## src/source/bridge_macros.svh

```systemverilog
////////////////////////////////////////////////////////////////////////////
// AXI-Lite to APB3 bridge, shared sizing constants.
// Bus widths, number of APB slaves, slave region size and the
// access timeout used by the transfer engine.
////////////////////////////////////////////////////////////////////////////

`ifndef BRIDGE_MACROS_SVH
`define BRIDGE_MACROS_SVH

// address and data bus widths.
`define BRIDGE_ADDR_W 32
`define BRIDGE_DATA_W 32

// four APB slaves, indexed by two address bits.
`define BRIDGE_NUM_SLAVES 4
`define BRIDGE_SLAVE_SEL_W 2

// each slave owns a 4 KiB region starting at address 0.
`define BRIDGE_REGION_LOG2 12

// access cycles without PREADY before the transfer is ended.
`define BRIDGE_TIMEOUT_CYCLES 16

`endif
```

## src/source/bridge_pkg.sv

```systemverilog
////////////////////////////////////////////////////////////////////////////
// AXI-Lite to APB3 bridge, shared types.
// FSM states, APB phases, transfer opcodes and AXI response codes.
////////////////////////////////////////////////////////////////////////////

package bridge_pkg;

	// request decode FSM.
	typedef enum logic [1:0] {
		st_idle      = 2'd0,
		st_wait_data = 2'd1,
		st_wait_addr = 2'd2,
		st_busy      = 2'd3
	} bridge_state_e;

	// APB transfer phases.
	typedef enum logic [1:0] {
		ph_idle   = 2'd0,
		ph_setup  = 2'd1,
		ph_access = 2'd2
	} apb_phase_e;

	typedef enum logic {
		xfer_read  = 1'b0,
		xfer_write = 1'b1
	} xfer_kind_e;

	// AXI RRESP/BRESP encodings.
	typedef enum logic [1:0] {
		resp_okay   = 2'b00,
		resp_slverr = 2'b10,
		resp_decerr = 2'b11
	} axi_resp_e;

endpackage

```

## src/source/axi_apb_bridge.sv

```systemverilog
////////////////////////////////////////////////////////////////////////////
// AXI-Lite slave to APB3 master bridge, top level.
// Request decode, APB transfer engine and response generation for four
// APB slaves, one transaction at a time.
////////////////////////////////////////////////////////////////////////////

`timescale 1ns/1ps
`include "bridge_macros.svh"

module axi_apb_bridge
	import bridge_pkg::*;
(
	input  logic                                         s_axi_clk,
	input  logic                                         s_axi_aresetn,

	input  logic [`BRIDGE_ADDR_W-1:0]                    s_axi_awaddr,
	input  logic                                         s_axi_awvalid,
	output logic                                         s_axi_awready,
	input  logic [`BRIDGE_DATA_W-1:0]                    s_axi_wdata,
	input  logic                                         s_axi_wvalid,
	output logic                                         s_axi_wready,
	output logic [1:0]                                   s_axi_bresp,
	output logic                                         s_axi_bvalid,
	input  logic                                         s_axi_bready,
	input  logic [`BRIDGE_ADDR_W-1:0]                    s_axi_araddr,
	input  logic                                         s_axi_arvalid,
	output logic                                         s_axi_arready,
	output logic [`BRIDGE_DATA_W-1:0]                    s_axi_rdata,
	output logic [1:0]                                   s_axi_rresp,
	output logic                                         s_axi_rvalid,
	input  logic                                         s_axi_rready,

	output logic [`BRIDGE_ADDR_W-1:0]                    m_apb_paddr,
	output logic [`BRIDGE_NUM_SLAVES-1:0]                m_apb_psel,
	output logic                                         m_apb_penable,
	output logic                                         m_apb_pwrite,
	output logic [`BRIDGE_DATA_W-1:0]                    m_apb_pwdata,
	input  logic [`BRIDGE_NUM_SLAVES-1:0]                m_apb_pready,
	input  logic [`BRIDGE_NUM_SLAVES*`BRIDGE_DATA_W-1:0] m_apb_prdata,
	input  logic [`BRIDGE_NUM_SLAVES-1:0]                m_apb_pslverr
);

	logic                           xfer_start;
	logic                           decerr_start;
	xfer_kind_e                     xfer_kind;
	logic [`BRIDGE_ADDR_W-1:0]      xfer_addr;
	logic [`BRIDGE_DATA_W-1:0]      xfer_wdata;
	logic [`BRIDGE_SLAVE_SEL_W-1:0] xfer_slave;
	logic                           apb_done;
	logic [`BRIDGE_DATA_W-1:0]      apb_rdata;
	logic                           apb_err;
	logic                           resp_done;

	axi_request_decode i_axi_request_decode (
		.s_axi_clk     (s_axi_clk),
		.s_axi_aresetn (s_axi_aresetn),
		.s_axi_awaddr  (s_axi_awaddr),
		.s_axi_awvalid (s_axi_awvalid),
		.s_axi_awready (s_axi_awready),
		.s_axi_wdata   (s_axi_wdata),
		.s_axi_wvalid  (s_axi_wvalid),
		.s_axi_wready  (s_axi_wready),
		.s_axi_araddr  (s_axi_araddr),
		.s_axi_arvalid (s_axi_arvalid),
		.s_axi_arready (s_axi_arready),
		.resp_done     (resp_done),
		.xfer_start    (xfer_start),
		.decerr_start  (decerr_start),
		.xfer_kind     (xfer_kind),
		.xfer_addr     (xfer_addr),
		.xfer_wdata    (xfer_wdata),
		.xfer_slave    (xfer_slave)
	);

	apb_transfer_engine i_apb_transfer_engine (
		.s_axi_clk     (s_axi_clk),
		.s_axi_aresetn (s_axi_aresetn),
		.xfer_start    (xfer_start),
		.xfer_kind     (xfer_kind),
		.xfer_addr     (xfer_addr),
		.xfer_wdata    (xfer_wdata),
		.xfer_slave    (xfer_slave),
		.m_apb_paddr   (m_apb_paddr),
		.m_apb_psel    (m_apb_psel),
		.m_apb_penable (m_apb_penable),
		.m_apb_pwrite  (m_apb_pwrite),
		.m_apb_pwdata  (m_apb_pwdata),
		.m_apb_pready  (m_apb_pready),
		.m_apb_prdata  (m_apb_prdata),
		.m_apb_pslverr (m_apb_pslverr),
		.apb_done      (apb_done),
		.apb_rdata     (apb_rdata),
		.apb_err       (apb_err)
	);

	axi_response_gen i_axi_response_gen (
		.s_axi_clk     (s_axi_clk),
		.s_axi_aresetn (s_axi_aresetn),
		.apb_done      (apb_done),
		.apb_rdata     (apb_rdata),
		.apb_err       (apb_err),
		.decerr_start  (decerr_start),
		.xfer_kind     (xfer_kind),
		.s_axi_rvalid  (s_axi_rvalid),
		.s_axi_rdata   (s_axi_rdata),
		.s_axi_rresp   (s_axi_rresp),
		.s_axi_rready  (s_axi_rready),
		.s_axi_bvalid  (s_axi_bvalid),
		.s_axi_bresp   (s_axi_bresp),
		.s_axi_bready  (s_axi_bready),
		.resp_done     (resp_done)
	);

endmodule

```

## src/source/axi_response_gen.sv

```systemverilog
////////////////////////////////////////////////////////////////////////////
// AXI-Lite response generation.
// Turns the end of an APB transfer or a decode error into a read or
// write response and holds it until the master accepts it.
////////////////////////////////////////////////////////////////////////////

`timescale 1ns/1ps
`include "bridge_macros.svh"

module axi_response_gen
	import bridge_pkg::*;
(
	input  logic                      s_axi_clk,
	input  logic                      s_axi_aresetn,

	input  logic                      apb_done,
	input  logic [`BRIDGE_DATA_W-1:0] apb_rdata,
	input  logic                      apb_err,
	input  logic                      decerr_start,
	input  xfer_kind_e                xfer_kind,

	output logic                      s_axi_rvalid,
	output logic [`BRIDGE_DATA_W-1:0] s_axi_rdata,
	output logic [1:0]                s_axi_rresp,
	input  logic                      s_axi_rready,
	output logic                      s_axi_bvalid,
	output logic [1:0]                s_axi_bresp,
	input  logic                      s_axi_bready,

	output logic                      resp_done
);

	axi_resp_e end_code;
	logic      finish;

	assign finish = apb_done || decerr_start;

	always_comb begin
		if (decerr_start) begin
			end_code = resp_decerr;
		end else if (apb_err) begin
			end_code = resp_slverr;
		end else begin
			end_code = resp_okay;
		end
	end

	assign resp_done = (s_axi_rvalid && s_axi_rready) || (s_axi_bvalid && s_axi_bready);

	always_ff @(posedge s_axi_clk or negedge s_axi_aresetn) begin
		if (!s_axi_aresetn) begin
			s_axi_rvalid <= 1'b0;
			s_axi_bvalid <= 1'b0;
		end else begin
			if (finish && (xfer_kind == xfer_read)) begin
				s_axi_rvalid <= 1'b1;
			end else if (s_axi_rready) begin
				s_axi_rvalid <= 1'b0;
			end
			if (finish && (xfer_kind == xfer_write)) begin
				s_axi_bvalid <= 1'b1;
			end else if (s_axi_bready) begin
				s_axi_bvalid <= 1'b0;
			end
		end
	end

	// response payload, loaded once per transfer.
	always_ff @(posedge s_axi_clk) begin
		if (finish) begin
			if (xfer_kind == xfer_read) begin
				s_axi_rresp <= end_code;
				// no data goes back with an error.
				if (end_code == resp_okay) begin
					s_axi_rdata <= apb_rdata;
				end else begin
					s_axi_rdata <= '0;
				end
			end else begin
				s_axi_bresp <= end_code;
			end
		end
	end

endmodule

```

## src/source/apb_transfer_engine.sv

```systemverilog
////////////////////////////////////////////////////////////////////////////
// APB3 transfer engine.
// Runs one setup and access sequence per request, selects the addressed
// slave's ready, error and read data, and ends a stalled access after a
// fixed number of cycles.
////////////////////////////////////////////////////////////////////////////

`timescale 1ns/1ps
`include "bridge_macros.svh"

module apb_transfer_engine
	import bridge_pkg::*;
(
	input  logic                                          s_axi_clk,
	input  logic                                          s_axi_aresetn,

	input  logic                                          xfer_start,
	input  xfer_kind_e                                    xfer_kind,
	input  logic [`BRIDGE_ADDR_W-1:0]                     xfer_addr,
	input  logic [`BRIDGE_DATA_W-1:0]                     xfer_wdata,
	input  logic [`BRIDGE_SLAVE_SEL_W-1:0]                xfer_slave,

	output logic [`BRIDGE_ADDR_W-1:0]                     m_apb_paddr,
	output logic [`BRIDGE_NUM_SLAVES-1:0]                 m_apb_psel,
	output logic                                          m_apb_penable,
	output logic                                          m_apb_pwrite,
	output logic [`BRIDGE_DATA_W-1:0]                     m_apb_pwdata,
	input  logic [`BRIDGE_NUM_SLAVES-1:0]                 m_apb_pready,
	input  logic [`BRIDGE_NUM_SLAVES*`BRIDGE_DATA_W-1:0]  m_apb_prdata,
	input  logic [`BRIDGE_NUM_SLAVES-1:0]                 m_apb_pslverr,

	output logic                                          apb_done,
	output logic [`BRIDGE_DATA_W-1:0]                     apb_rdata,
	output logic                                          apb_err
);

	localparam int CNT_W = $clog2(`BRIDGE_TIMEOUT_CYCLES + 1);

	apb_phase_e                    phase;
	logic [CNT_W-1:0]              timer;
	logic [`BRIDGE_NUM_SLAVES-1:0] one_hot;
	logic                          sel_ready;
	logic                          sel_err;
	logic [`BRIDGE_DATA_W-1:0]     sel_rdata;
	logic                          timed_out;

	assign one_hot = `BRIDGE_NUM_SLAVES'(1) << xfer_slave;

	// xfer_slave stays put for the whole transfer.
	assign sel_ready = m_apb_pready[xfer_slave];
	assign sel_err   = m_apb_pslverr[xfer_slave];
	assign sel_rdata = m_apb_prdata[xfer_slave * `BRIDGE_DATA_W +: `BRIDGE_DATA_W];

	assign timed_out = (timer == CNT_W'(1));

	always_ff @(posedge s_axi_clk or negedge s_axi_aresetn) begin
		if (!s_axi_aresetn) begin
			phase         <= ph_idle;
			timer         <= '0;
			m_apb_psel    <= '0;
			m_apb_penable <= 1'b0;
			m_apb_pwrite  <= 1'b0;
			apb_done      <= 1'b0;
		end else begin
			apb_done <= 1'b0;
			case (phase)
				ph_idle: begin
					if (xfer_start) begin
						phase        <= ph_setup;
						m_apb_psel   <= one_hot;
						m_apb_pwrite <= (xfer_kind == xfer_write);
					end
				end
				ph_setup: begin
					phase         <= ph_access;
					m_apb_penable <= 1'b1;
					timer         <= CNT_W'(`BRIDGE_TIMEOUT_CYCLES);
				end
				ph_access: begin
					if (sel_ready || timed_out) begin
						phase         <= ph_idle;
						m_apb_psel    <= '0;
						m_apb_penable <= 1'b0;
						m_apb_pwrite  <= 1'b0;
						apb_done      <= 1'b1;
					end else begin
						timer <= timer - CNT_W'(1);
					end
				end
				default: phase <= ph_idle;
			endcase
		end
	end

	// address and write data hold from setup to the end of access.
	always_ff @(posedge s_axi_clk) begin
		if ((phase == ph_idle) && xfer_start) begin
			m_apb_paddr  <= xfer_addr;
			m_apb_pwdata <= xfer_wdata;
		end
		if (phase == ph_access) begin
			if (sel_ready) begin
				apb_rdata <= sel_rdata;
				apb_err   <= sel_err;
			end else if (timed_out) begin
				apb_rdata <= '0;
				apb_err   <= 1'b1;
			end
		end
	end

endmodule

```

## src/source/axi_request_decode.sv

```systemverilog
////////////////////////////////////////////////////////////////////////////
// AXI-Lite request decode.
// Accepts read and write requests one at a time, captures address and
// data, picks the APB slave from the address region and launches either
// an APB transfer or a decode error.
////////////////////////////////////////////////////////////////////////////

`timescale 1ns/1ps
`include "bridge_macros.svh"

module axi_request_decode
	import bridge_pkg::*;
(
	input  logic                           s_axi_clk,
	input  logic                           s_axi_aresetn,

	input  logic [`BRIDGE_ADDR_W-1:0]      s_axi_awaddr,
	input  logic                           s_axi_awvalid,
	output logic                           s_axi_awready,
	input  logic [`BRIDGE_DATA_W-1:0]      s_axi_wdata,
	input  logic                           s_axi_wvalid,
	output logic                           s_axi_wready,
	input  logic [`BRIDGE_ADDR_W-1:0]      s_axi_araddr,
	input  logic                           s_axi_arvalid,
	output logic                           s_axi_arready,

	input  logic                           resp_done,

	output logic                           xfer_start,
	output logic                           decerr_start,
	output xfer_kind_e                     xfer_kind,
	output logic [`BRIDGE_ADDR_W-1:0]      xfer_addr,
	output logic [`BRIDGE_DATA_W-1:0]      xfer_wdata,
	output logic [`BRIDGE_SLAVE_SEL_W-1:0] xfer_slave
);

	bridge_state_e state;
	logic          launch;
	logic          in_range;
	logic          ar_take;
	logic          aw_take;
	logic          w_take;

	// read wins when both kinds are offered in idle.
	assign ar_take = (state == st_idle) && s_axi_arvalid;
	assign aw_take = s_axi_awvalid &&
		(((state == st_idle) && !s_axi_arvalid) || (state == st_wait_addr));
	assign w_take  = s_axi_wvalid &&
		(((state == st_idle) && !s_axi_arvalid) || (state == st_wait_data));

	assign s_axi_arready = ar_take;
	assign s_axi_awready = aw_take;
	assign s_axi_wready  = w_take;

	// region index above the last slave is a decode error.
	assign in_range   = (xfer_addr >> `BRIDGE_REGION_LOG2) < `BRIDGE_NUM_SLAVES;
	assign xfer_slave = xfer_addr[`BRIDGE_REGION_LOG2 +: `BRIDGE_SLAVE_SEL_W];

	assign xfer_start   = launch && in_range;
	assign decerr_start = launch && !in_range;

	always_ff @(posedge s_axi_clk or negedge s_axi_aresetn) begin
		if (!s_axi_aresetn) begin
			state     <= st_idle;
			launch    <= 1'b0;
			xfer_kind <= xfer_read;
		end else begin
			launch <= 1'b0;
			case (state)
				st_idle: begin
					if (ar_take) begin
						xfer_kind <= xfer_read;
						state     <= st_busy;
						launch    <= 1'b1;
					end else if (aw_take && w_take) begin
						xfer_kind <= xfer_write;
						state     <= st_busy;
						launch    <= 1'b1;
					end else if (aw_take) begin
						xfer_kind <= xfer_write;
						state     <= st_wait_data;
					end else if (w_take) begin
						xfer_kind <= xfer_write;
						state     <= st_wait_addr;
					end
				end
				st_wait_data: begin
					if (w_take) begin
						state  <= st_busy;
						launch <= 1'b1;
					end
				end
				st_wait_addr: begin
					if (aw_take) begin
						state  <= st_busy;
						launch <= 1'b1;
					end
				end
				st_busy: begin
					// held here until the response handshake.
					if (resp_done) begin
						state <= st_idle;
					end
				end
				default: state <= st_idle;
			endcase
		end
	end

	// request payload, only written while a half is accepted.
	always_ff @(posedge s_axi_clk) begin
		if (ar_take) begin
			xfer_addr <= s_axi_araddr;
		end else if (aw_take) begin
			xfer_addr <= s_axi_awaddr;
		end
		if (w_take) begin
			xfer_wdata <= s_axi_wdata;
		end
	end

endmodule

```

## config.mk

```make
export PLATFORM = sky130hd
export DESIGN_NAME = axi_apb_bridge
export DESIGN_NICKNAME = d
export VERILOG_FILES = /design/src/source/bridge_pkg.sv /design/src/source/axi_apb_bridge.sv /design/src/source/axi_response_gen.sv /design/src/source/apb_transfer_engine.sv /design/src/source/axi_request_decode.sv
export VERILOG_INCLUDE_DIRS = /design/src /design/src/source
export SDC_FILE = /design/constraint.sdc
export NUM_CORES = 1
export LEC_CHECK = 0
export BUFFER_PORTS_ARGS = -buffer_cell sky130_fd_sc_hd__buf_2
export CAP_MARGIN = 20
export CORE_MARGIN = 10
export CORE_UTILIZATION = 35
export CTS_CLUSTER_DIAMETER = 200
export CTS_CLUSTER_SIZE = 14
export DETAILED_ROUTE_END_ITERATION = 7
export GPL_TIMING_DRIVEN = 0
export PLACE_DENSITY = 0.6
export SYNTH_ARGS = -nofsm -noshare
export SYNTH_HDL_FRONTEND = slang
export SYNTH_SLANG_ARGS = --single-unit
```

## constraint.sdc

```tcl
create_clock -name s_axi_clk -period 4.6 [get_ports s_axi_clk]
set_input_delay 1.38 -clock s_axi_clk [delete_from_list [all_inputs] [get_ports s_axi_clk]]
set_output_delay 1.38 -clock s_axi_clk [all_outputs]
set_load 0.1 [all_outputs]
```

# Word level (Yosys, flattened, before mapping)
# Index checks and enable logic that the tools add are counted.
# totals
register_bits	217
wordCells	124
output_inout_bits	111
in_bits	239
# op_classes
n_addsub	1
bitwise_logic	1
n_eq_ne	13
n_lt_le_gt_ge	2
muxes	47
shifts	2
reduce_logical	38
# ops
op	n
$mux 32	4
$shiftx 128x8->32	1
$mux 2	11
$lt 20x3->1 const B	1
$mux 1	20
$reduce_and 2->1	7
$logic_and 1x1->1	12
$reduce_bool 2->1	6
$ne 2x1->1 const B	5
$pmux 5 s2	1
$mux 4	2
$pmux 2 s4	1
$pmux 4 s2	1
$eq 2x2->1 const B	3
$logic_not 2->1	3
$pmux 2 s3	1
$eq 5x1->1 const B	1
$logic_or 1x1->1	5
$mux 5	1
$ne 5x3->1 const B	1
$sub 5x1->5 const B	1
$bmux 1 s2	2
$eq 2x1->1 const B	2
$pmux 1 s2	2
other kinds (9)	10

# Logic depth before layout (Yosys ltp)
# logic_depth
word_depth	9
ltp_mapped	7
mapped_depth_nobuf	7

# Modules after synthesis
# From an unflattened synthesis, not the netlist that was laid out.
# unflattened
cells_unflattened	493
area_unflattened_um2	8903.5
# by_module_without_submodules
module	instances	area_each_um2	seq_area_each_um2	cells_each
apb_transfer_engine	1	4737.0	3263.1	258
axi_request_decode	1	2736.4	2021.9	152
axi_response_gen	1	1430.1	1131.1	83

# Worst setup path before layout
# Ideal clock, no wire load.
# synth_path
path_type	input to output
start	in s_axi_arvalid
end	out s_axi_wready
t_arrival_ns	4.177
stages	3
t_required_ns	3.220
path_slack_ns	-0.957
n_path_buf	0
path_cell_list	nor2b_1 nor2_1 nor2_1
# synth_between
elab_chain_cells	4
# synth_lines
item	line	source
from (decl)	axi_apb_bridge.sv:26	input logic s_axi_arvalid,
$logic_not 1->1	axi_request_decode.sv:49	(((state == st_idle) && !s_axi_arvalid) || (state == st_wait_data));
$logic_and 1x1->1	axi_request_decode.sv:49	
$logic_or 1x1->1	axi_request_decode.sv:49	
$logic_and 1x1->1	axi_request_decode.sv:48	assign w_take = s_axi_wvalid &&
to (decl)	axi_apb_bridge.sv:21	output logic s_axi_wready,
# No other way between the ends.

# Worst setup path after layout
# Same ends and word-level chain as after synthesis.

==> impl_metrics.tcl <==
set metrics [dict create \
    syn-num-nets 718 \
    powerDensity_mw_per_mm2 493 \
    cp_max_fo 17 \
    clk_path_buf_depth 3 \
    fmax_mhz 237 \
    drt_iter0_markers 327 \
    slew_viol_final 0 \
    layout_commonest_cell "buf_2" \
    min_to "i_apb_transfer_engine.m_apb_paddr[10]" \
    worst-slew-pin-transition_ns 0.845 \
    slew_headroom_pct 43.7 \
    gp_congestion 0.827 \
    avgSynthCellArea_um2 18.5 \
    fill_cells 2173 \
    status "completed" \
    hold_start "i_axi_request_decode.xfer_addr[10]" \
    cts_setup_buffers 0 \
    cts-htree-levels 1 \
    grt_pass1_vias 5763 \
    cts_buffers 19 \
    startpoint "s_axi_arvalid" \
    crit_family "simple AND/OR/NAND/NOR gates" \
    worst-setup-path-type "input port to output port" \
    overflow 0 \
    reg2reg_slack_ns 1.99 \
    cts.sinks 217 \
    fin_crit_sh_pct 91.9 \
    worstHoldPathType "flip-flop to flip-flop" \
    syn_area_mm2 0.00872 \
    ir_drop_v 0.000241 \
    grt_pass1_wl_um 35000 \
    max_stage_delay_ns 0.53 \
    cap_viol_max_count 0 \
    fin_nets 1094 \
    area_growth_pct 32.4 \
    syn-instance-count 472 \
    start_util_pct 35.8 \
    route.detailed.drc 0 \
    final_cell_mix "buf_2 (350), edfxtp_1 (197), mux2_2 (33), mux4_2 (33), and2_1 (33)" \
    avgRoutedWirePerCell_um 20.5 \
    rows 57 \
    crit_path_end_kind "output port" \
    skew_ns 0.0182 \
    cts_hold_buffers 0 \
    cp.arrival_ns 2.85 \
    post_cts_resized 0 \
    ant_nets 0 \
    port-buffer-count 349 \
    finalHoldViolCount 0 \
    cts_root_buf "clkbuf_16" \
    period_minus_slack_ns 4.23 \
    r2r-start "i_axi_request_decode.xfer_addr[27]" \
    cp.buffers_inverters 2 \
    first_pass_iters 4 \
    utilization_pct 47.3 \
    place_inst 1150 \
    grt_max_degree 36 \
    ios 350 \
    die_area_mm2 0.0316 \
    final_layout_size_suffix_gt1_share_pct 53.3 \
    rsz0062_at_grt "false" \
    setup_violations 0 \
    tritoncts "done" \
    rr_worst_depth 5 \
    fp.dieH_um 178 \
    antenna_found_initial 2 \
    p_leak_uw 0.00455 \
    yosys_register_bits 217 \
    slowest_stage "buf_2" \
    hold_slack_ns 0.410 \
    worstHoldPathCells 0 \
    crit_path_cell_trace "buf_2 > nor2b_1 > nor2_1 > nor2_4 > buf_2" \
    synth_warnings 0 \
    required_ns 3.22 \
    routed_via_density 4.62 \
    yosysUniqueCellTypes 41 \
    instances_no_fill 1179 \
    clk_pin_slew_ns 0.06 \
    grt_usage_pct 14.5 \
    routed-via-count 5445 \
    crit_path_start_kind "input port" \
    cp_common_cell "buf_2" \
    core_mm2 0.0244 \
    clk_latency_ns 0.49 \
    r2r_end "i_axi_response_gen.s_axi_rdata[15]" \
    hpwl_um 19300 \
    wl_um 24200 \
    seq_area_frac_synth_pct 73.6 \
    dieWidth_um 178 \
]
worst max-delay path by stage:
stage | cells past startpoint | end
finish | 5 | s_axi_wready
floorplan | 3 | s_axi_wready
detailed placement | 5 | s_axi_wready
global placement | 4 | i_apb_transfer_engine.m_apb_psel[3]
global route | 5 | s_axi_wready
CTS | 5 | s_axi_wready
sequential cells by signal, summed over array words and instances, names as in the netlist:
register / cells
i_apb_transfer_engine.apb_rdata: 32
i_apb_transfer_engine.m_apb_paddr: 32
i_apb_transfer_engine.m_apb_pwdata: 32
i_axi_request_decode.xfer_addr: 32
i_axi_request_decode.xfer_wdata: 32
i_axi_response_gen.s_axi_rdata: 32
i_apb_transfer_engine.timer: 5
i_apb_transfer_engine.m_apb_psel: 4
i_apb_transfer_engine.phase: 2
i_axi_request_decode.state: 2
i_axi_response_gen.s_axi_bresp: 2
i_axi_response_gen.s_axi_rresp: 2
i_apb_transfer_engine.apb_done: 1
i_apb_transfer_engine.apb_err: 1
i_apb_transfer_engine.m_apb_penable: 1
i_apb_transfer_engine.m_apb_pwrite: 1
i_axi_request_decode.launch: 1
i_axi_request_decode.xfer_kind: 1
i_axi_response_gen.s_axi_bvalid: 1
i_axi_response_gen.s_axi_rvalid: 1
worst reg2reg max path: stages, from the launching register on:
cell and delay (ns):
edfxtp_1 0.40, nor4_1 0.40, nand3_1 0.24, o21ai_1 0.44, inv_2 0.22, o21a_2 0.51
cells by family after synthesis:
group | share of synthesized area, %
AO/OA/AOI/OAI | 1.88
XOR/XNOR | 0.201
adder cells (fa/ha/maj) | 1.00
buffers and inverters | 1.61
flip-flops | 73.6
multiplexers | 13.6
AND/OR/NAND/NOR | 8.15
cell usage after synthesis, drive strengths merged:
library cell,count,area share (%)
nand2b,5,0.36
a31oi,2,0.14
clkbuf,12,0.52
nor4,4,0.29
ha,7,1.0
buf,11,0.66
edfxtp,197,68
nand3b,1,0.086
or3,1,0.072
inv,10,0.43
nand3,4,0.23
mux4,33,8.5
nor3b,32,2.8
o21ai,11,0.63
o21a,2,0.17
o21bai,1,0.13
dfrtp,20,5.7
or2,1,0.072
a21o,1,0.086
mux2,34,4.4
o22ai,1,0.072
nor2b,5,0.36
and2,33,2.4
a22oi,2,0.17
nor3,3,0.23
nor2,9,0.39
a21oi,5,0.29
nand2,12,0.52
a221oi,1,0.10
mux2i,6,0.69
nor4b,2,0.34
or4,1,0.086
a211oi,1,0.086
xnor2,2,0.20
report_power, final:
| group | leakage, µW | internal [µW] | switching [µW] |
|---|---|---|---|
| registers | 0.00206 | 2540 | 95.3 |
| logic | 0.00224 | 546 | 1110 |
| clock network | 0.000246 | 754 | 646 |
stage by stage:
step                total power (µW)  TNS [ns]  worst slack (ns)  instance area [µm²]
floorplan                       3890         0            0.0308                 8720
detailed placement              4350         0             0.106                11000
global route                    5980         0             0.237                11500
finish                          5690         0             0.373                11500
global placement                4300    -68.33             -1.04                10900
CTS                             5760         0             0.124                11500
per-layer routing:
| metal | vias up | part of all wire (%) | track usage, % |
|---|---|---|---|
| li1 | 2588 | - | - |
| met1 | 2623 | 39 | 18.1 |
| met2 | 214 | 51 | 24.3 |
| met3 | 20 | 8.0 | 3.97 |
| met4 | 0 | 1.6 | 3.51 |
| met5 | - | 0 | 0 |
cell type report:
class,instances,area [µm²],area share [%]
sequential,217,6420,55.6
multi-input combinational,223,2190,18.9
timing repair buffer,354,1880,16.3
clock buffer,25,498,4.31
tap,324,405,3.51
buffer,23,103,0.889
inverter,10,37.5,0.325
clock inverter,1,8.76,0.0759
antenna,2,5.00,0.0434
Note: power is estimated with default switching activity, not from simulation.
